<file path="config.mk">
export PLATFORM = sky130hd
export DESIGN_NAME = pdl_spy_port
export DESIGN_NICKNAME = d
export VERILOG_FILES = /design/src/source/pdl_pkg.sv /design/src/source/pdl_spy_port.sv
export VERILOG_INCLUDE_DIRS = /design/src /design/src/source
export SDC_FILE = /design/constraint.sdc
export NUM_CORES = 1
export LEC_CHECK = 0
export ABC_CLOCK_PERIOD_IN_PS = 1050
export BUFFER_PORTS_ARGS = -buffer_cell sky130_fd_sc_hd__buf_2
export CAP_MARGIN = 25
export CORE_AREA = 2 2 61 63
export CTS_BUF_LIST = sky130_fd_sc_hd__clkbuf_4
export CTS_CLUSTER_DIAMETER = 80
export CTS_CLUSTER_SIZE = 40
export DETAILED_ROUTE_END_ITERATION = 6
export DIE_AREA = 0 0 63 65
export HOLD_SLACK_MARGIN = 0.05
export PLACE_DENSITY = 0.71
export SLEW_MARGIN = 25
export SYNTH_ARGS = -nofsm -noshare
export SYNTH_HDL_FRONTEND = slang
export SYNTH_SLANG_ARGS = --single-unit
</file>
<file path="constraint.sdc">
create_clock -name clk_a -period 1.05 [get_ports clk_a]
set_input_delay 0.21 -clock clk_a [delete_from_list [all_inputs] [get_ports clk_a]]
set_output_delay 0.21 -clock clk_a [all_outputs]
set_load 0.005 [all_outputs]
</file>
<file path="src/source/pdl_config.svh">
// Sizes of the PDL memory, shared by the RTL and the testbench
// Include wherever a word width, address width or depth is needed

`ifndef PDL_CONFIG_SVH
`define PDL_CONFIG_SVH

//----------------------------------------------------------------------
// Memory geometry
//----------------------------------------------------------------------

// Word address, wraps at the top of the list
`define PDL_ADDR_W 10

// One Lisp word
`define PDL_DATA_W 32

// Words in the list, 2**PDL_ADDR_W
`define PDL_DEPTH 1024

`endif

</file>
<file path="src/source/pdl_pkg.sv">
// Types shared by the PDL engine, the spy port and the dual-port RAM
// Modules import it inside their bodies and use scoped names in headers

`include "pdl_config.svh"

package pdl_pkg;

   //----------------------------------------------------------------------
   // Engine commands
   //----------------------------------------------------------------------

   typedef enum logic [2:0] {
      op_push      = 3'd0,
      op_pop       = 3'd1,
      op_read_idx  = 3'd2,
      op_write_idx = 3'd3,
      op_set_ptr   = 3'd4,
      op_set_idx   = 3'd5
   } pdl_op_e;

   typedef struct packed {
      pdl_op_e                op;
      logic [`PDL_ADDR_W-1:0] addr;   // New pointer or index value
      logic [`PDL_DATA_W-1:0] data;   // Word for push and write_idx
   } pdl_cmd_t;

   typedef struct packed {
      logic [`PDL_DATA_W-1:0] data;
   } pdl_resp_t;

   //----------------------------------------------------------------------
   // Host access and RAM ports
   //----------------------------------------------------------------------

   typedef struct packed {
      logic                   write;
      logic [`PDL_ADDR_W-1:0] addr;
      logic [`PDL_DATA_W-1:0] data;
   } spy_req_t;

   typedef struct packed {
      logic [`PDL_ADDR_W-1:0] addr;
      logic [`PDL_DATA_W-1:0] wdata;
      logic                   wren;
      logic                   rden;
   } ram_port_t;

endpackage

</file>
<file path="src/source/pdl_spy_port.sv">
// Host debug access to the PDL through RAM port B
// Reads return on spy_rdata; writes wait out any engine write

`include "pdl_config.svh"

module pdl_spy_port
(
   input  logic                   clk_a,
   input  logic                   reset,
   input  pdl_pkg::spy_req_t      spy_req,
   input  logic                   spy_req_valid,
   output logic                   spy_req_ready,
   output logic [`PDL_DATA_W-1:0] spy_rdata,
   output logic                   spy_rdata_valid,
   input  logic                   spy_rdata_ready,
   input  logic                   a_write,
   output pdl_pkg::ram_port_t     port_b,
   input  logic [`PDL_DATA_W-1:0] q_b
);

   logic accept;
   logic write_blocked;
   logic rdata_held;

   assign write_blocked = a_write && spy_req_valid && spy_req.write;
   assign rdata_held    = spy_rdata_valid && !spy_rdata_ready;
   assign spy_req_ready = !write_blocked && !rdata_held;
   assign accept        = spy_req_valid && spy_req_ready;

   always_comb
   begin
      port_b.addr  = spy_req.addr;
      port_b.wdata = spy_req.data;
      port_b.wren  = accept && spy_req.write;
      port_b.rden  = accept && !spy_req.write;
   end

   // Read data straight from the RAM register, stable until the next rden
   assign spy_rdata = q_b;

   always_ff @(posedge clk_a)
   begin
      if (reset)
      begin
         spy_rdata_valid <= 1'b0;
      end
      else if (port_b.rden)
      begin
         spy_rdata_valid <= 1'b1;
      end
      else if (spy_rdata_ready)
      begin
         spy_rdata_valid <= 1'b0;
      end
   end

endmodule

</file>
==> impl_metrics.json, run 1 <==
{
  "gr-usage-all-layers": 0.0379,
  "syn_nets": 161,
  "antenna_left": 0,
  "syn_area_per_cell_um2": 7.85,
  "setup_ws_ns": 0.0410,
  "ios": 158,
  "largest_register": "spy_rdata_valid",
  "pwr-share-seq": 0.524,
  "crit_fanout": 4,
  "final_core_util": 0.0530,
  "path_cells": "nor2b_4, nor4bb_2, buf_2",
  "status": "finished clean",
  "cp-start-kind": "flop",
  "grt_antenna_before_repair": 0,
  "yosys.area.top_type": "buf_4",
  "vias": 188,
  "drt_iter0_drc": 1,
  "grt-ovfl-total": 0,
  "n_fill_cell": 420,
  "grt_pass1_wl_um": 1210,
  "period_share": 0.961,
  "yosysWarnings": 0,
  "port_buffers": 9,
  "place_ws_ns": 0.0357,
  "area_delta_synth_final_pct": -70.9,
  "clk_latency_ns": 0,
  "drc_errors": 0,
  "arrival_ns": 0.80,
  "power_frac_comb": 0.476,
  "seq_area_frac_synth": 0.0315,
  "final-setup-viol-count": 0,
  "diodes": 0,
  "synth_ff_type": "dfxtp_1",
  "synth_edf_count": 0,
  "rows": 22,
  "gp_congestion": 0.619,
  "fmax_ghz": 0.991,
  "min_period_ns": 1.01,
  "largest_reg_flops": 1,
  "top_regs": "spy_rdata_valid x1",
  "hold_viol_final": 0,
  "initial_core_util": 0.182,
  "cts_hold_buf": 0,
  "dr.pass1.iters": 2,
  "cp_data_required_time_ns": 0.84,
  "crit_type": "reg -> out",
  "wl_per_cell_um": 13.9,
  "layout-drive-gt1-share": 0.750,
  "ys_seq_elements": 1,
  "die_y_um": 65,
  "synth_cell_types": 8,
  "synth.top_cell.area_share": 0.874,
  "critPathMaxStageDelay_ns": 0.28,
  "design.die.area_um2": 4100,
  "maxSlewHeadroom": 0.873,
  "synthArstFlopShare": 0,
  "synth_cells": 81,
  "cp_num_buf_inv": 1,
  "post-cts-setup-buffers": 0,
  "tightest_slew_ns": 0.187,
  "holdCritPathClass": "in -> out",
  "yosysMostFrequentCell": "buf_4",
  "syn-cell-area_um2": 636,
  "maxCapViolations": 0,
  "drt-total-wl_um": 887,
  "dieWidth_um": 63,
  "viasPerCell": 2.94,
  "crit_family": "simple AND/OR/NAND/NOR gates",
  "post_cts_resized": 0,
  "clkTransAtPathRegs_ns": 0,
  "irDropWorstVdd_mv": 0.0538,
  "p_switching_mw": 0.0161,
  "grt_pass1_vias": 199,
  "power_density_nw_per_um2": 430,
  "p_total_mw": 0.0796,
  "drv_slew": 0,
  "leakage_nw": 0.0617,
  "p_sw_frac": 0.202,
  "worstSetupEndpointType": "output pin",
  "clkPwrFrac": 0,
  "rsz0062_at_grt": "yes",
  "core_area_um2": 3500,
  "crit_slowest_cell": "dfxtp_1",
  "hold_ws_ns": 0.420,
  "nets": 98,
  "synth_area_leaders": "buf_4 (87%), dfxtp_1 (3.1%), nor4bb_2 (2.6%), nor2b_4 (2.2%), o21ba_2 (1.6%)",
  "grt_max_degree": 5,
  "internal_power_mw": 0.0635,
  "clock_skew_ns": 0,
  "fin_tns_setup_ns": 0
}
## through the flow
step | area [um^2] | std cells
2_1_floorplan | 636 | 81
3_3_place_gp | 185 | 64
3_5_place_dp | 185 | 64
4_1_cts | 185 | 64
5_1_grt | 185 | 64
6_report | 185 | 64
## power by group through the flow
stage | registers, mW | clock network [mW] | logic, mW
floorplan | 0.0421 | 0 | 0.244
global placement | 0.0417 | 0 | 0.0387
detailed placement | 0.0417 | 0 | 0.0388
CTS | 0.0417 | 0 | 0.0391
global route | 0.0418 | 0 | 0.0434
finish | 0.0417 | 0 | 0.0378
## final timing paths
check | start | end | slack (ns) | cells after the start
min | spy_req[19] | port_b[21] | 0.42 | 0
max reg2reg | spy_rdata_valid | spy_rdata_valid | 0.32 | 2
min reg2reg | spy_rdata_valid | spy_rdata_valid | 0.66 | 2
max | spy_rdata_valid | port_b[1] | 0.04 | 3
## cell type report
class,count,area (um^2),share of cell area
tap,48,60.1,0.324
sequential,1,20.0,0.108
multi-input combinational,6,60.1,0.324
timing repair buffer,9,45.0,0.243
## cell usage in the layout, fill, tap and decap left out
| master | count |
|---|---|
| a31oi_1 | 1 |
| buf_2 | 9 |
| dfxtp_1 | 1 |
| nor2b_1 | 1 |
| nor2b_4 | 1 |
| nor3b_1 | 1 |
| nor4bb_2 | 1 |
| o21ba_2 | 1 |
## worst reg2reg max path, cell delays in order (launching register included)
cell	delay (ns)
dfxtp_1	0.28
nor2b_4	0.13
o21ba_2	0.20
## cells by family after synthesis
kind of cell | share of synthesized area
AO/OA/AOI/OAI | 0.0256
buffers and inverters | 0.874
flip-flops | 0.0315
AND/OR/NAND/NOR | 0.0689
## routing by layer
| metal | up-vias | GRT usage | share of wire |
|---|---|---|---|
| met5 | - | 0 | 0 |
| met4 | 0 | 0.0889 | 0.22 |
| met3 | 32 | 0.0417 | 0.33 |
| met1 | 61 | 0.0167 | 0.14 |
| li1 | 45 | - | - |
| met2 | 50 | 0.0412 | 0.31 |
Power figures use the tool's default switching activity.
==> run 2: changes to the inputs <==
--- a/config.mk
+++ b/config.mk
@@ -8,7 +8,7 @@
 export LEC_CHECK = 0
 export ABC_CLOCK_PERIOD_IN_PS = 1050
 export BUFFER_PORTS_ARGS = -buffer_cell sky130_fd_sc_hd__buf_2
-export CAP_MARGIN = 25
+export CAP_MARGIN = 40
 export CORE_AREA = 2 2 61 63
 export CTS_BUF_LIST = sky130_fd_sc_hd__clkbuf_4
 export CTS_CLUSTER_DIAMETER = 80
@@ -17,6 +17,7 @@
 export DIE_AREA = 0 0 63 65
 export HOLD_SLACK_MARGIN = 0.05
 export PLACE_DENSITY = 0.71
+export RECOVER_POWER = 100
 export SLEW_MARGIN = 25
 export SYNTH_ARGS = -nofsm -noshare
 export SYNTH_HDL_FRONTEND = slang
==> impl_metrics.json, run 2 (synthesized netlist as in run 1, its figures left out) <==
{
  "status": "finished clean",
  "grt_antenna_before_repair": 0,
  "crit_fanout": 4,
  "antenna_left": 0,
  "port_buffers": 9,
  "viasPerCell": 2.94,
  "fmax_ghz": 0.991,
  "crit_slowest_cell": "dfxtp_1",
  "ios": 158,
  "dieWidth_um": 63,
  "drt_iter0_drc": 1,
  "layout-drive-gt1-share": 0.625,
  "irDropWorstVdd_mv": 0.0538,
  "largest_register": "spy_rdata_valid",
  "initial_core_util": 0.182,
  "fin_tns_setup_ns": 0,
  "wl_per_cell_um": 13.9,
  "final_common_cell": "buf_2",
  "grt_max_degree": 5,
  "crit_family": "simple AND/OR/NAND/NOR gates",
  "cp_num_buf_inv": 1,
  "dr.pass1.iters": 2,
  "mostFrequentLayoutCells": "buf_2 (7), clkbuf_1 (2)",
  "area_delta_synth_final_pct": -71.3,
  "crit_type": "reg -> out",
  "core_area_um2": 3500,
  "grt_pass1_vias": 199,
  "largest_reg_flops": 1,
  "min_period_ns": 1.01,
  "worstSetupEndpointType": "output pin",
  "holdCritPathClass": "in -> out",
  "critPathMaxStageDelay_ns": 0.28,
  "top_regs": "spy_rdata_valid x1",
  "leakage_nw": 0.0572,
  "gr-usage-all-layers": 0.0379,
  "tightest_slew_ns": 0.187,
  "clock_skew_ns": 0,
  "maxCapViolations": 0,
  "vias": 188,
  "rsz0062_at_grt": "yes",
  "die_y_um": 65,
  "design.die.area_um2": 4100,
  "multi_input_area_um2": 60.1,
  "drv_slew": 0,
  "arrival_ns": 0.80,
  "p_total_mw": 0.0785,
  "reg2reg_slack_ns": 0.32,
  "final_area_um2": 183,
  "final-setup-viol-count": 0,
  "placed_cell_area_um2": 185,
  "clk_latency_ns": 0,
  "drt-total-wl_um": 888,
  "drc_errors": 0,
  "nets": 98,
  "period_share": 0.961,
  "n_fill_cell": 416,
  "maxSlewHeadroom": 0.873,
  "path_cells": "nor2b_4, nor4bb_2, buf_2",
  "power_density_nw_per_um2": 429,
  "gp_congestion": 0.619,
  "hold_viol_final": 0,
  "cp_data_required_time_ns": 0.84,
  "diodes": 0,
  "seqCellArea_um2": 20.0,
  "cp-start-kind": "flop",
  "grt-ovfl-total": 0,
  "grt_pass1_wl_um": 1210,
  "rows": 22,
  "clkTransAtPathRegs_ns": 0
}
==> run 2: changes by cell type in the layout (fill, tap and decap cells not counted) <==
cell,previous run,this run
buf_2,9,7
clkbuf_1,0,2
==> run 2: power by group <==
part,switching [mW],leakage [nW],internal [mW],total (mW)
Clock,0,0,0,0
Combinational,0.0153,0.0489,0.0214,0.0367
Sequential,0.000839,0.00825,0.0409,0.0417
Total,0.0162,0.0572,0.0623,0.0785
==> run 2: cell type report <==
| class | count | area share |
|---|---|---|
| multi-input combinational | 6 | 0.329 |
| timing repair buffer | 9 | 0.233 |
| tap | 48 | 0.329 |
| sequential | 1 | 0.110 |
==> run 2: what timing repair did <==
item / CTS / global route
hold buffers: 0 / 0
buffers inserted: 0 / 0
setup endpoints to repair: 0 / 1
resized for setup: 0 / 0
==> run 2: worst reg2reg max path, delay by kind of cell (launching register included) <==
kind	cells	cell delay, ns
simple gates	1	0.13
compound gates	1	0.20
flops	1	0.28
==> run 2: per-layer routing <==
layer | up-vias | track usage | wire length (um) | part of all wire
met5 | - | 0 | 0 | 0
met4 | 0 | 0.0889 | 198 | 0.22
met3 | 32 | 0.0417 | 290 | 0.33
met2 | 50 | 0.0412 | 276 | 0.31
met1 | 61 | 0.0167 | 123 | 0.14
li1 | 45 | - | - | -
==> run 2: final timing paths <==
check | start | end | depth (start not counted)
worst max register to register | spy_rdata_valid | spy_rdata_valid | 2
worst min register to register | spy_rdata_valid | spy_rdata_valid | 2
worst min-delay path | spy_req[19] | port_b[21] | 0
worst max-delay path | spy_rdata_valid | port_b[1] | 3
==> run 2: through the flow <==
stage	hold slack, ns	util	setup slack (ns)	cells
floorplan	0.389	-	0.134	81
detailed placement	0.420	0.0530	0.0357	64
CTS	0.420	0.0530	0.0362	64
finish	0.420	0.0523	0.0410	64
global placement	0.420	0.0530	0.0494	64
global route	0.420	0.0523	-0.0553	64
