[src/source/pdl_config.svh]
// Sizes of the PDL memory, shared by the RTL and the testbench
// Include wherever a word width, address width or depth is needed

`ifndef PDL_CONFIG_SVH
`define PDL_CONFIG_SVH

//----------------------------------------------------------------------
// Memory geometry
//----------------------------------------------------------------------

// Word address, wraps at the top of the list
`define PDL_ADDR_W 10

// One Lisp word
`define PDL_DATA_W 32

// Words in the list, 2**PDL_ADDR_W
`define PDL_DEPTH 1024

`endif

[src/source/pdl_pkg.sv]
// Types shared by the PDL engine, the spy port and the dual-port RAM
// Modules import it inside their bodies and use scoped names in headers

`include "pdl_config.svh"

package pdl_pkg;

   //----------------------------------------------------------------------
   // Engine commands
   //----------------------------------------------------------------------

   typedef enum logic [2:0] {
      op_push      = 3'd0,
      op_pop       = 3'd1,
      op_read_idx  = 3'd2,
      op_write_idx = 3'd3,
      op_set_ptr   = 3'd4,
      op_set_idx   = 3'd5
   } pdl_op_e;

   typedef struct packed {
      pdl_op_e                op;
      logic [`PDL_ADDR_W-1:0] addr;   // New pointer or index value
      logic [`PDL_DATA_W-1:0] data;   // Word for push and write_idx
   } pdl_cmd_t;

   typedef struct packed {
      logic [`PDL_DATA_W-1:0] data;
   } pdl_resp_t;

   //----------------------------------------------------------------------
   // Host access and RAM ports
   //----------------------------------------------------------------------

   typedef struct packed {
      logic                   write;
      logic [`PDL_ADDR_W-1:0] addr;
      logic [`PDL_DATA_W-1:0] data;
   } spy_req_t;

   typedef struct packed {
      logic [`PDL_ADDR_W-1:0] addr;
      logic [`PDL_DATA_W-1:0] wdata;
      logic                   wren;
      logic                   rden;
   } ram_port_t;

endpackage

[src/source/pdl_pointer.sv]
// Stack pointer and index register of the PDL engine
// Gives the RAM address of the current op and steps the registers on acceptance

`include "pdl_config.svh"

module pdl_pointer
(
   input  logic                   clk_a,
   input  logic                   reset,
   input  logic                   step,
   input  pdl_pkg::pdl_op_e       op,
   input  logic [`PDL_ADDR_W-1:0] addr,
   output logic [`PDL_ADDR_W-1:0] ram_addr
);

   import pdl_pkg::*;

   localparam logic [`PDL_ADDR_W-1:0] addr_one = 'd1;

   logic [`PDL_ADDR_W-1:0] ptr;       // Top of stack, last word pushed
   logic [`PDL_ADDR_W-1:0] idx;
   logic [`PDL_ADDR_W-1:0] ptr_inc;
   logic [`PDL_ADDR_W-1:0] ptr_dec;

   // Modulo 1024 by width
   assign ptr_inc = ptr + addr_one;
   assign ptr_dec = ptr - addr_one;

   //----------------------------------------------------------------------
   // Address select
   //----------------------------------------------------------------------

   always_comb
   begin
      case (op)
         op_push:
         begin
            ram_addr = ptr_inc;   // Pre-increment
         end
         op_pop:
         begin
            ram_addr = ptr;       // Post-decrement
         end
         default:
         begin
            ram_addr = idx;
         end
      endcase
   end

   //----------------------------------------------------------------------
   // Register update
   //----------------------------------------------------------------------

   always_ff @(posedge clk_a)
   begin
      if (reset)
      begin
         ptr <= '0;
      end
      else if (step)
      begin
         case (op)
            op_push:    ptr <= ptr_inc;
            op_pop:     ptr <= ptr_dec;
            op_set_ptr: ptr <= addr;
            default:    ptr <= ptr;
         endcase
      end
   end

   always_ff @(posedge clk_a)
   begin
      if (reset)
      begin
         idx <= '0;
      end
      else if (step && op == op_set_idx)
      begin
         idx <= addr;
      end
   end

endmodule

[src/source/pdl_engine.sv]
// PDL command sequencer driving RAM port A
// Takes commands on a valid/ready stream and returns pop and read_idx results

`include "pdl_config.svh"

module pdl_engine
(
   input  logic                   clk_a,
   input  logic                   reset,
   input  pdl_pkg::pdl_cmd_t      cmd,
   input  logic                   cmd_valid,
   output logic                   cmd_ready,
   output pdl_pkg::pdl_resp_t     resp,
   output logic                   resp_valid,
   input  logic                   resp_ready,
   output pdl_pkg::ram_port_t     port_a,
   input  logic [`PDL_DATA_W-1:0] q_a,
   output logic                   a_write
);

   import pdl_pkg::*;

   logic                   accept;
   logic                   is_read;
   logic                   is_write;
   logic [`PDL_ADDR_W-1:0] ram_addr;

   //----------------------------------------------------------------------
   // Command acceptance
   //----------------------------------------------------------------------

   // Stall only while a result sits unclaimed
   assign cmd_ready = !resp_valid || resp_ready;
   assign accept    = cmd_valid && cmd_ready;

   always_comb
   begin
      is_read  = 1'b0;
      is_write = 1'b0;
      case (cmd.op)
         op_pop, op_read_idx:
         begin
            is_read = 1'b1;
         end
         op_push, op_write_idx:
         begin
            is_write = 1'b1;
         end
         default:
         begin
            is_read  = 1'b0;   // set_ptr and set_idx touch no RAM
            is_write = 1'b0;
         end
      endcase
   end

   pdl_pointer u_pdl_pointer
   (
      .clk_a    (clk_a),
      .reset    (reset),
      .step     (accept),
      .op       (cmd.op),
      .addr     (cmd.addr),
      .ram_addr (ram_addr)
   );

   //----------------------------------------------------------------------
   // RAM port A, issued in the accepting cycle
   //----------------------------------------------------------------------

   always_comb
   begin
      port_a.addr  = ram_addr;
      port_a.wdata = cmd.data;
      port_a.wren  = accept && is_write;
      port_a.rden  = accept && is_read;
   end

   assign a_write = port_a.wren;   // Lets the spy port stay clear

   //----------------------------------------------------------------------
   // Response
   //----------------------------------------------------------------------

   // q_a only moves on rden, so it doubles as the held response
   assign resp.data = q_a;

   always_ff @(posedge clk_a)
   begin
      if (reset)
      begin
         resp_valid <= 1'b0;
      end
      else if (accept && is_read)
      begin
         resp_valid <= 1'b1;
      end
      else if (resp_ready)
      begin
         resp_valid <= 1'b0;
      end
   end

   a_resp_hold : assert property (@(posedge clk_a) disable iff (reset)
      resp_valid && !resp_ready |=> resp_valid && $stable(resp));

endmodule

[config.mk]
export PLATFORM = sky130hd
export DESIGN_NAME = pdl_engine
export DESIGN_NICKNAME = d
export VERILOG_FILES = /design/src/source/pdl_pkg.sv /design/src/source/pdl_pointer.sv /design/src/source/pdl_engine.sv
export VERILOG_INCLUDE_DIRS = /design/src /design/src/source
export SDC_FILE = /design/constraint.sdc
export NUM_CORES = 1
export LEC_CHECK = 0
export BUFFER_PORTS_ARGS = -buffer_cell sky130_fd_sc_hd__clkbuf_2
export CORE_AREA = 2 2 81 83
export DETAILED_ROUTE_END_ITERATION = 6
export DIE_AREA = 0 0 83 85
export PLACE_DENSITY_LB_ADDON = 0.3
export SLEW_MARGIN = 15
export SYNTH_ARGS = -nofsm -noshare
export SYNTH_HDL_FRONTEND = slang
export SYNTH_HIERARCHICAL = 1
export SYNTH_SLANG_ARGS = --single-unit
[constraint.sdc]
create_clock -name clk_a -period 3 [get_ports clk_a]
set_input_delay 0.3 -clock clk_a [delete_from_list [all_inputs] [get_ports clk_a]]
set_output_delay 0.3 -clock clk_a [all_outputs]
set_load 0.03 [all_outputs]
==> flow_summary.json, run 1 <==
{
  "status": "finished, final reports clean",
  "yosys.area_share.simple": 0.254,
  "ys_ff_latch": 21,
  "diodes": 0,
  "routed_wl_mm": 4.85,
  "ys_top_cells_by_count": "buf_4 (66), nand2_1 (43), a21oi_1 (22), o21ai_0 (22), dfxtp_1 (21)",
  "crit_fanout": 11,
  "fmax_mhz": 414,
  "core_area_um2": 6200,
  "syn_nets": 380,
  "yosys.area_share.adder": 0.0118,
  "final_core_util": 0.300,
  "crit_path_end_kind": "output pin",
  "critPathBufInv": 1,
  "ys_warn_count": 6,
  "path_clk_slew_ns": 0.08,
  "post_drt_wl_per_cell_um": 14.8,
  "synth_mux_area_frac": 0.00471,
  "syn2layout_area_growth_pct": -12.5,
  "placed_area_um2": 1820,
  "gp_congestion": 0.857,
  "path_cells": "and4_1 -> nand4_1 -> nor2_1 -> xnor2_1 -> o21ai_0 -> clkbuf_2",
  "cp-start-kind": "register",
  "slowest_delay_ns": 0.59,
  "dpl.hpwl_mm": 3.48,
  "netlist_area_um2": 2130,
  "final_antenna_net_count": 0,
  "clkSinkCount": 21,
  "vias_per_cell": 5.46,
  "start_util": 0.343,
  "rsz0062_at_grt": "no",
  "grt_pass1_vias": 1767,
  "synth.area.top_cells": "buf_4 (23%), dfxtp_1 (20%), nand2_1 (7.6%), a21oi_1 (5.2%), o21ai_0 (5.2%)",
  "setup_ws_ns": 0.586,
  "synth_top_area_cell": "buf_4",
  "cts_buffers": 3,
  "maxSlewViolCount": 0,
  "p_sw_frac": 0.346,
  "criticalPathCategory": "register to output pin",
  "grt_max_degree": 25,
  "arrival_ns": 2.11,
  "nNetsFinal": 335,
  "cts_tree": "built",
  "switching_power_mw": 0.241,
  "setup_viol": 0,
  "synth_xor_area_frac": 0.0535,
  "worstHoldPathType": "input pin to register",
  "cts_root_buf": "clkbuf_8",
  "maxCapViolCount": 0,
  "fill_cells": 686,
  "wl_met2_mm": 2.29,
  "globalRouteOverflowTotal": 0,
  "drtIter0Drc": 115,
  "post-cts-setup-buffers": 0,
  "antenna_found_initial": 0,
  "final_cells": 328,
  "synth_top_family_by_area": "buffers and inverters",
  "clk-insertion-delay-late_ns": 0.27,
  "pre_cts_slack_ns": 0.790,
  "period_needed_ns": 2.41,
  "skew_ns": 0.00189,
  "dp_cells": 324,
  "share_seq_of_total_power": 0.452,
  "slew_headroom": 0.477,
  "dieArea_um2": 7060,
  "hold_slack_ns": 0.259,
  "topRoutingLayerUsed": "met4",
  "max_slew.worst_pin.slew_ns": 0.785,
  "num_vias": 1790,
  "cts_buffer_depth": 2,
  "yosysSeqAreaShare": 0.198,
  "p_total_mw": 0.695,
  "yosys.cell_count.top_type": "buf_4",
  "internal-power_mw": 0.454,
  "critPathSlowestCell": "dfxtp_1",
  "synth-edff-count": 0,
  "io_pins": 160,
  "synth_compound_area_frac": 0.205,
  "synthDistinctLibCells": 51,
  "die_w_um": 83,
  "h-tree-depth": 1,
  "synth_top_area_frac": 0.233,
  "cts_resized": 0,
  "cp_data_required_time_ns": 2.70,
  "finalSetupTns_ns": 0,
  "timing.final.crit_share": 0.805,
  "grt_pass1_wl_mm": 8.10,
  "wl_met1_mm": 2.08,
  "pwr_density_cell_nw_per_um2": 373,
  "stdcell_area_um2": 1860,
  "crit_family": "simple AND/OR/NAND/NOR gates",
  "vdd_drop_max_v": 0.000236,
  "synthesis.instances": 297,
  "core.rowCount": 29,
  "syn_area_per_cell_um2": 7.16,
  "ys.flop_type": "dfxtp_1",
  "async_flop_share": 0,
  "p_comb_frac": 0.261,
  "met3_length_um": 420,
  "drc": 0,
  "die_h_um": 85,
  "power_frac_clock": 0.287,
  "grt_use_total": 0.135,
  "dr.pass1.iters": 5,
  "hold_viol_final": 0,
  "cts-hold-fix-buffers": 0,
  "io_buffers": 31,
  "final_layout_size_suffix_gt1_frac": 0.175,
  "p_leak_nw": 0.643
}
==> worst register-to-register path: cells and delay by family, from the launching register on <==
kind	cells	cell delay, ns
AND/OR/NAND/NOR	4	0.62
flip-flops	1	0.32
AO/OA/AOI/OAI	2	1.00
==> power groups by stage <==
stage	Sequential [mW]	Combinational (mW)	Clock (mW)
floorplan	0.307	0.308	0
global placement	0.320	0.181	0
detailed placement	0.320	0.180	0
CTS	0.313	0.181	0.209
global route	0.317	0.200	0.217
finish	0.314	0.182	0.199
==> cell usage in the layout, fill, tap and decap left out, types with 3 or more instances in the layout <==
master / synthesis / layout
a211oi_1: 3 / 3
a21oi_1: 22 / 22
a221oi_1: 3 / 3
clkbuf_2: 0 / 31
clkbuf_8: 0 / 3
dfxtp_1: 21 / 21
inv_1: 5 / 5
nand2_1: 43 / 43
nand2b_1: 3 / 3
nand3_1: 7 / 7
nand3b_1: 3 / 3
nand4_1: 3 / 3
nor2_1: 19 / 19
nor2b_1: 3 / 3
nor3_1: 5 / 5
nor4_1: 3 / 3
o21ai_0: 22 / 22
o31ai_1: 3 / 3
xnor2_1: 11 / 11
==> routing by layer <==
layer  up-vias  track usage
li1        865            -
met1       828        0.167
met2        85        0.232
met3        12       0.0350
met4         0       0.0402
met5         -            0
==> worst paths after layout <==
kind | start | endpoint | slack (ns) | depth (start not counted)
hold / removal | cmd[33] | u_pdl_pointer/idx[1] | 0.26 | 3
setup reg to reg | resp_valid | u_pdl_pointer/ptr[9] | 0.96 | 6
setup / recovery | u_pdl_pointer/ptr[4] | port_a[43] | 0.59 | 6
hold reg to reg | u_pdl_pointer/idx[2] | u_pdl_pointer/idx[2] | 0.46 | 2
==> area by class of cell <==
| class | instances | area (µm²) | area share |
|---|---|---|---|
| clock buffers | 4 | 45.0 | 0.0242 |
| inverters | 5 | 18.8 | 0.0101 |
| multi-input cells | 190 | 1130 | 0.605 |
| flip-flops and latches | 21 | 420 | 0.226 |
| well taps | 77 | 96.3 | 0.0517 |
| repair buffers | 31 | 155 | 0.0833 |
==> logic make-up (layout without fill, tap and decap cells) <==
family	after synthesis	count (layout)
buffers and inverters	86	40
adders and majority gates	2	2
AOI/OAI and AO/OA	69	69
DFF	21	21
muxes	1	1
xor gates and xnor gates	13	13
and+or+nand+nor	105	105
==> state kept, by name, summed over array words and instances, names as in the netlist <==
register	cells
u_pdl_pointer/ptr	10
u_pdl_pointer/idx	10
resp_valid	1
No activity file was read; power rests on OpenSTA's default activity.
==> run 2: changes to the inputs <==
==> constraint.sdc (replaced) <==
create_clock -name clk_a -period 1.9 [get_ports clk_a]
set_input_delay 0.19 -clock clk_a [delete_from_list [all_inputs] [get_ports clk_a]]
set_output_delay 0.19 -clock clk_a [all_outputs]
set_load 0.03 [all_outputs]
==> run 2 against run 1 <==
Net effect:
- power up 67%
- design area up 18%
- largest power group unchanged
- clock-buffer cell count down 1
- wire length is 15% higher
- die area stayed put
- register-to-register slack got worse by 0.91 ns
- via count up 8.3%
- worst setup slack worse by 0.54 ns
- sequential share of layout area down 2.3 points
- cell count grew 10%
- flip-flop and latch count stayed put
- combinational power up 100%
- critical path type is now register to register
==> flow_summary.json, run 2 (same netlist as run 1, synthesis figures left out) <==
{
  "rsz0062_at_grt": "yes",
  "grt_use_total": 0.153,
  "io_buffers": 31,
  "grt_pass1_vias": 1798,
  "fill_cells": 670,
  "dieArea_um2": 7060,
  "cts_buffers": 3,
  "final_core_util": 0.356,
  "vias_per_cell": 5.35,
  "cts_buffer_depth": 2,
  "hold_path_end": "u_pdl_pointer/idx[1]",
  "path_clk_slew_ns": 0.08,
  "die_h_um": 85,
  "ff2ff_setup_slack_ns": 0.05,
  "cts-hold-fix-buffers": 0,
  "final_layout_size_suffix_gt1_frac": 0.344,
  "crit_start": "u_pdl_pointer/ptr[6]",
  "clkSinkCount": 21,
  "core.rowCount": 29,
  "p_leak_nw": 0.817,
  "arrival_ns": 2.02,
  "critPathBufInv": 1,
  "hold_slack_ns": 0.159,
  "dp_cells": 348,
  "antenna_found_initial": 0,
  "layout_common_cells": "nand2_1 (43), buf_4 (38), clkbuf_2 (27), a21oi_1 (22), o21ai_0 (16)",
  "critPathSlowestCell": "or4_1",
  "max_slew.worst_pin.slew_ns": 0.691,
  "setup_viol": 0,
  "diodes": 0,
  "cp-start-kind": "register",
  "clk-insertion-delay-late_ns": 0.26,
  "slowest_delay_ns": 0.41,
  "path_cells": "buf_4 -> nor4_4 -> nand3_2 -> or4_1 -> and3_4 -> a2111oi_4",
  "reg2reg_depth": 6,
  "cts_tree": "built",
  "dr.pass1.iters": 4,
  "finalSetupTns_ns": 0,
  "grt_max_degree": 22,
  "vdd_drop_max_v": 0.000256,
  "regArea_um2": 448,
  "final_cells": 362,
  "hold_viol_final": 0,
  "pwr_density_cell_nw_per_um2": 528,
  "die_w_um": 83,
  "criticalPathCategory": "register to register",
  "timing.final.crit_share": 0.973,
  "skew_ns": 0.00230,
  "dpl.hpwl_mm": 4.05,
  "hold_depth": 3,
  "maxCapViolCount": 0,
  "worstHoldPathType": "input pin to register",
  "io_pins": 160,
  "period_needed_ns": 1.85,
  "cts_root_buf": "clkbuf_8",
  "reg.largest.list": "u_pdl_pointer/idx x10, u_pdl_pointer/ptr x10, resp_valid x1",
  "start_util": 0.343,
  "nNetsFinal": 369,
  "multi_input_area_um2": 1180,
  "drtIter0Drc": 180,
  "crit_fanout": 6,
  "post_drt_wl_per_cell_um": 15.4,
  "routed_wl_mm": 5.58,
  "maxSlewViolCount": 0,
  "fmax_mhz": 541,
  "crit_path_end_kind": "register",
  "final_antenna_net_count": 0,
  "r2r-start": "u_pdl_pointer/ptr[6]",
  "cp_data_required_time_ns": 2.07,
  "syn2layout_area_growth_pct": 3.71,
  "crit_family": "simple AND/OR/NAND/NOR gates",
  "slew_headroom": 0.537,
  "rr_endpoint": "u_pdl_pointer/ptr[9]",
  "globalRouteOverflowTotal": 0,
  "core_area_um2": 6200,
  "min_from": "cmd[33]",
  "final_common_cell": "nand2_1",
  "gp_congestion": 0.889,
  "p_total_mw": 1.16,
  "grt_pass1_wl_mm": 9.05,
  "h-tree-depth": 1,
  "status": "finished, final reports clean",
  "drc": 0,
  "num_vias": 1938
}
## run 2: changes by cell type in the layout (fill, tap and decap cells not counted), moves of 2 or more
cell | before | now
o21ai_0 | 22 | 16
dfxtp_4 | 0 | 7
buf_4 | 0 | 38
nor2_2 | 0 | 4
clkbuf_2 | 31 | 27
dfxtp_1 | 21 | 13
nand3_1 | 7 | 5
o21ai_1 | 0 | 6
nor2_1 | 19 | 15
nand3_2 | 1 | 3
## run 2: power by group
group	total (mW)	leakage, nW	internal (mW)	switching (mW)
sequential	0.489	0.176	0.456	0.0331
clock	0.302	0.0255	0.146	0.156
combinational	0.373	0.615	0.165	0.208
total	1.16	0.817	0.767	0.397
## run 2: area by class of cell
class                      instances  share of cell area
clock buffer                       3              0.0187
clock inverter                     1             0.00227
inverter                           5             0.00851
multi-input combinational        190               0.533
sequential                        21               0.203
tap                               77              0.0437
timing repair buffer              65               0.191
## run 2: worst max path at each step
stage	slack, ns	cells past startpoint	endpoint
after global routing	-0.08	6	u_pdl_pointer/ptr[9]
after floorplan	0.0006	5	port_a[40]
after global placement	0.13	6	port_a[40]
after detailed placement	0.1	5	u_pdl_pointer/ptr[9]
after CTS	0.001	7	port_a[40]
final	0.05	6	u_pdl_pointer/ptr[9]
## run 2: stage by stage
stage	worst slack [ns]	area [µm²]
after detailed placement	0.0980	2000
after global placement	0.130	2000
after global routing	-0.0758	2210
final	0.0509	2210
after floorplan	0.000646	2130
after CTS	0.00107	2070
## run 2: worst register-to-register path: cells and delay by family (launching register included)
family / cells / cell delay [ns]
AOI/OAI and AO/OA: 1 / 0.24
buffers and inverters: 1 / 0.14
DFF: 1 / 0.37
and+or+nand+nor: 4 / 1.02
## run 2: repair_timing
item	in CTS	in global routing
pin swaps	0	7
gates resized for setup	14	21
setup buffers	0	10
setup endpoints to repair	7	8
endpoints found under the hold margin	0	0
## run 2: routing by layer
metal  share of wire  global-route usage  vias to the layer above
met3           0.083              0.0409                       26
li1                -                   -                      937
met4           0.026              0.0596                        0
met2            0.46               0.239                       79
met5               0                   0                        -
met1            0.43               0.201                      896
==> run 3: changes to the inputs <==
--- a/config.mk
+++ b/config.mk
@@ -6,8 +6,11 @@
 export SDC_FILE = /design/constraint.sdc
 export NUM_CORES = 1
 export LEC_CHECK = 0
+export ABC_AREA = 1
+export ABC_CLOCK_PERIOD_IN_PS = 1900
 export BUFFER_PORTS_ARGS = -buffer_cell sky130_fd_sc_hd__clkbuf_2
 export CORE_AREA = 2 2 81 83
+export CTS_CLUSTER_DIAMETER = 40
 export DETAILED_ROUTE_END_ITERATION = 6
 export DIE_AREA = 0 0 83 85
 export PLACE_DENSITY_LB_ADDON = 0.3
==> run 3 against run 2 <==
Net effect:
- wire length shrank 8.6%
- power decreased by 4.0%
- die area is the same
- area after synthesis decreased by 2.1%
- sequential share of layout area rose by 2.2 points
- register-to-register slack gained 0.23 ns
- cell count is 6.9% higher
- critical path depth up 2
==> flow_summary.json, run 3 <==
{
  "syn_nets": 422,
  "syn_area_per_cell_um2": 6.15,
  "period_needed_ns": 1.77,
  "num_vias": 1816,
  "path_clk_slew_ns": 0.09,
  "grt_use_total": 0.142,
  "cp_data_required_time_ns": 1.71,
  "clk-insertion-delay-late_ns": 0.27,
  "hold_path_end": "resp_valid",
  "yosysSeqAreaShare": 0.202,
  "synthDistinctLibCells": 25,
  "grt_pass1_vias": 1718,
  "netlist_area_um2": 2080,
  "ys_warn_count": 6,
  "pre_cts_slack_ns": 0.163,
  "die_w_um": 83,
  "die_h_um": 85,
  "core.rowCount": 29,
  "final_common_cell": "nand2_1",
  "cts_buffer_depth": 2,
  "core_area_um2": 6200,
  "multi_input_area_um2": 1010,
  "ys.flop_type": "dfxtp_1",
  "syn2layout_area_growth_pct": -6.79,
  "routed_wl_mm": 5.10,
  "vias_per_cell": 4.69,
  "p_sw_frac": 0.361,
  "synth_top_area_frac": 0.245,
  "start_util": 0.336,
  "cts_buffers": 3,
  "fill_cells": 696,
  "criticalPathCategory": "register to output pin",
  "ys_ff_latch": 21,
  "nNetsFinal": 394,
  "yosys.cell_count.top_type": "nand2_1",
  "cts_tree": "built",
  "min_from": "reset",
  "vdd_drop_max_v": 0.000288,
  "reg2reg_depth": 9,
  "hold_viol_final": 0,
  "dr.pass1.iters": 5,
  "dieArea_um2": 7060,
  "ys_top_cells_by_count": "nand2_1 (69), buf_4 (68), nor2_1 (50)",
  "hold_slack_ns": 0.120,
  "skew_ns": 0.00340,
  "fmax_mhz": 564,
  "drc": 0,
  "share_seq_of_total_power": 0.436,
  "hold_depth": 2,
  "rr_endpoint": "u_pdl_pointer/ptr[8]",
  "max_slew.worst_pin.slew_ns": 0.549,
  "placed_area_um2": 1850,
  "p_comb_frac": 0.281,
  "clkSinkCount": 21,
  "dp_cells": 382,
  "diodes": 0,
  "layout_common_cells": "nand2_1 (69), nor2_1 (50), inv_1 (30), clkbuf_2 (28), o21ai_0 (26)",
  "crit_fanout": 7,
  "final_core_util": 0.313,
  "h-tree-depth": 1,
  "grt_pass1_wl_mm": 8.14,
  "p_leak_nw": 0.894,
  "power_frac_clock": 0.283,
  "final_layout_size_suffix_gt1_frac": 0.219,
  "r2r-start": "u_pdl_pointer/ptr[0]",
  "drtIter0Drc": 124,
  "internal-power_mw": 0.714,
  "switching_power_mw": 0.404,
  "slew_headroom": 0.634,
  "antenna_found_initial": 0,
  "post_drt_wl_per_cell_um": 13.2,
  "cts_root_buf": "clkbuf_8",
  "final_cells": 387,
  "synth_top_area_cell": "buf_4",
  "gp_congestion": 0.888,
  "regArea_um2": 438,
  "final_antenna_net_count": 0,
  "globalRouteOverflowTotal": 0,
  "rsz0062_at_grt": "no",
  "status": "finished, final reports clean",
  "pwr_density_cell_nw_per_um2": 576,
  "io_pins": 160,
  "ff2ff_setup_slack_ns": 0.28,
  "timing.final.crit_share": 0.934,
  "maxSlewViolCount": 0,
  "io_buffers": 31,
  "maxCapViolCount": 0,
  "crit_path_end_kind": "output pin",
  "reg.largest.list": "u_pdl_pointer/idx x10, u_pdl_pointer/ptr x10, resp_valid x1",
  "cp-start-kind": "register",
  "synthesis.instances": 339,
  "setup_viol": 0,
  "synth-edff-count": 0,
  "arrival_ns": 1.58,
  "synth.area.top_cells": "buf_4 (25%), dfxtp_1 (20%), nand2_1 (12%), nor2_1 (9.0%), o21ai_0 (6.5%)",
  "async_flop_share": 0,
  "dpl.hpwl_mm": 3.90,
  "grt_max_degree": 20,
  "setup_ws_ns": 0.126,
  "worstHoldPathType": "input pin to register",
  "stdcell_area_um2": 1940
}
## run 3: cell types whose count changed after synthesis, sizes merged, moves of 8 or more
cell	delta
nand2	+29
xnor2	-10
nand3	+15
a21oi	-8
nor2	+36
inv	+32
clkbuf	-10
## run 3: how the worst max path moves through the flow
stage                                    start         end  slack, ns
after floorplan           u_pdl_pointer/ptr[0]  port_a[40]       0.18
after global placement    u_pdl_pointer/ptr[0]  port_a[40]       0.16
after detailed placement  u_pdl_pointer/ptr[0]  port_a[40]       0.16
after CTS                 u_pdl_pointer/ptr[2]  port_a[41]      -0.04
after global routing      u_pdl_pointer/ptr[0]  port_a[40]      0.006
final                     u_pdl_pointer/ptr[0]  port_a[40]       0.13
## run 3: power groups by stage
stage	clock (mW)	combinational [mW]	sequential, mW
after CTS	0.326	0.311	0.485
after floorplan	0	0.472	0.491
after global placement	0	0.311	0.495
after detailed placement	0	0.310	0.495
final	0.316	0.314	0.487
after global routing	0.338	0.355	0.491
## run 3: stage by stage
stage | setup TNS, ns | total power, mW
4_1_cts | -0.0363 | 1.12
2_1_floorplan | 0 | 0.963
6_report | 0 | 1.12
5_1_grt | 0 | 1.18
3_5_place_dp | 0 | 0.805
3_3_place_gp | 0 | 0.805
## run 3: cell type report
class	count	share of cell area
flip-flops and latches	21	0.226
repair buffers	37	0.107
well taps	77	0.0496
inverters	38	0.0741
multi-input cells	210	0.521
clock buffers	4	0.0232
## run 3: routing by layer
metal  up-vias  share of wire  GRT usage
li1        952              -          -
met1       796           0.47      0.183
met2        54           0.46      0.231
met3        14          0.048     0.0204
met4         0          0.024     0.0760
met5         -              0          0
## run 3: logic make-up (layout without fill, tap and decap cells)
logic type / Yosys count / in the layout / synth area share
AO/OA/AOI/OAI: 53 / 53 / 0.151
XOR/XNOR: 2 / 2 / 0.00841
adder cells (fa/ha/maj): 2 / 2 / 0.0120
buffers and inverters: 108 / 79 / 0.321
flip-flops: 21 / 21 / 0.202
AND/OR/NAND/NOR: 153 / 153 / 0.305
## run 3: worst max-delay path, cell delays in order, from the launching register on
cell,delay (ns)
dfxtp_4,0.40
ha_4,0.13
nand2_1,0.06
inv_2,0.10
nand2_1,0.06
o21ai_1,0.11
nand2_1,0.08
o211ai_1,0.19
buf_4,0.19
## run 3: repair_timing
| item | CTS | global route |
|---|---|---|
| pin swaps | 0 | 5 |
| hold buffers | 0 | 0 |
| setup endpoints to repair | 4 | 7 |
| buffers inserted | 0 | 1 |
| resized for setup | 5 | 18 |
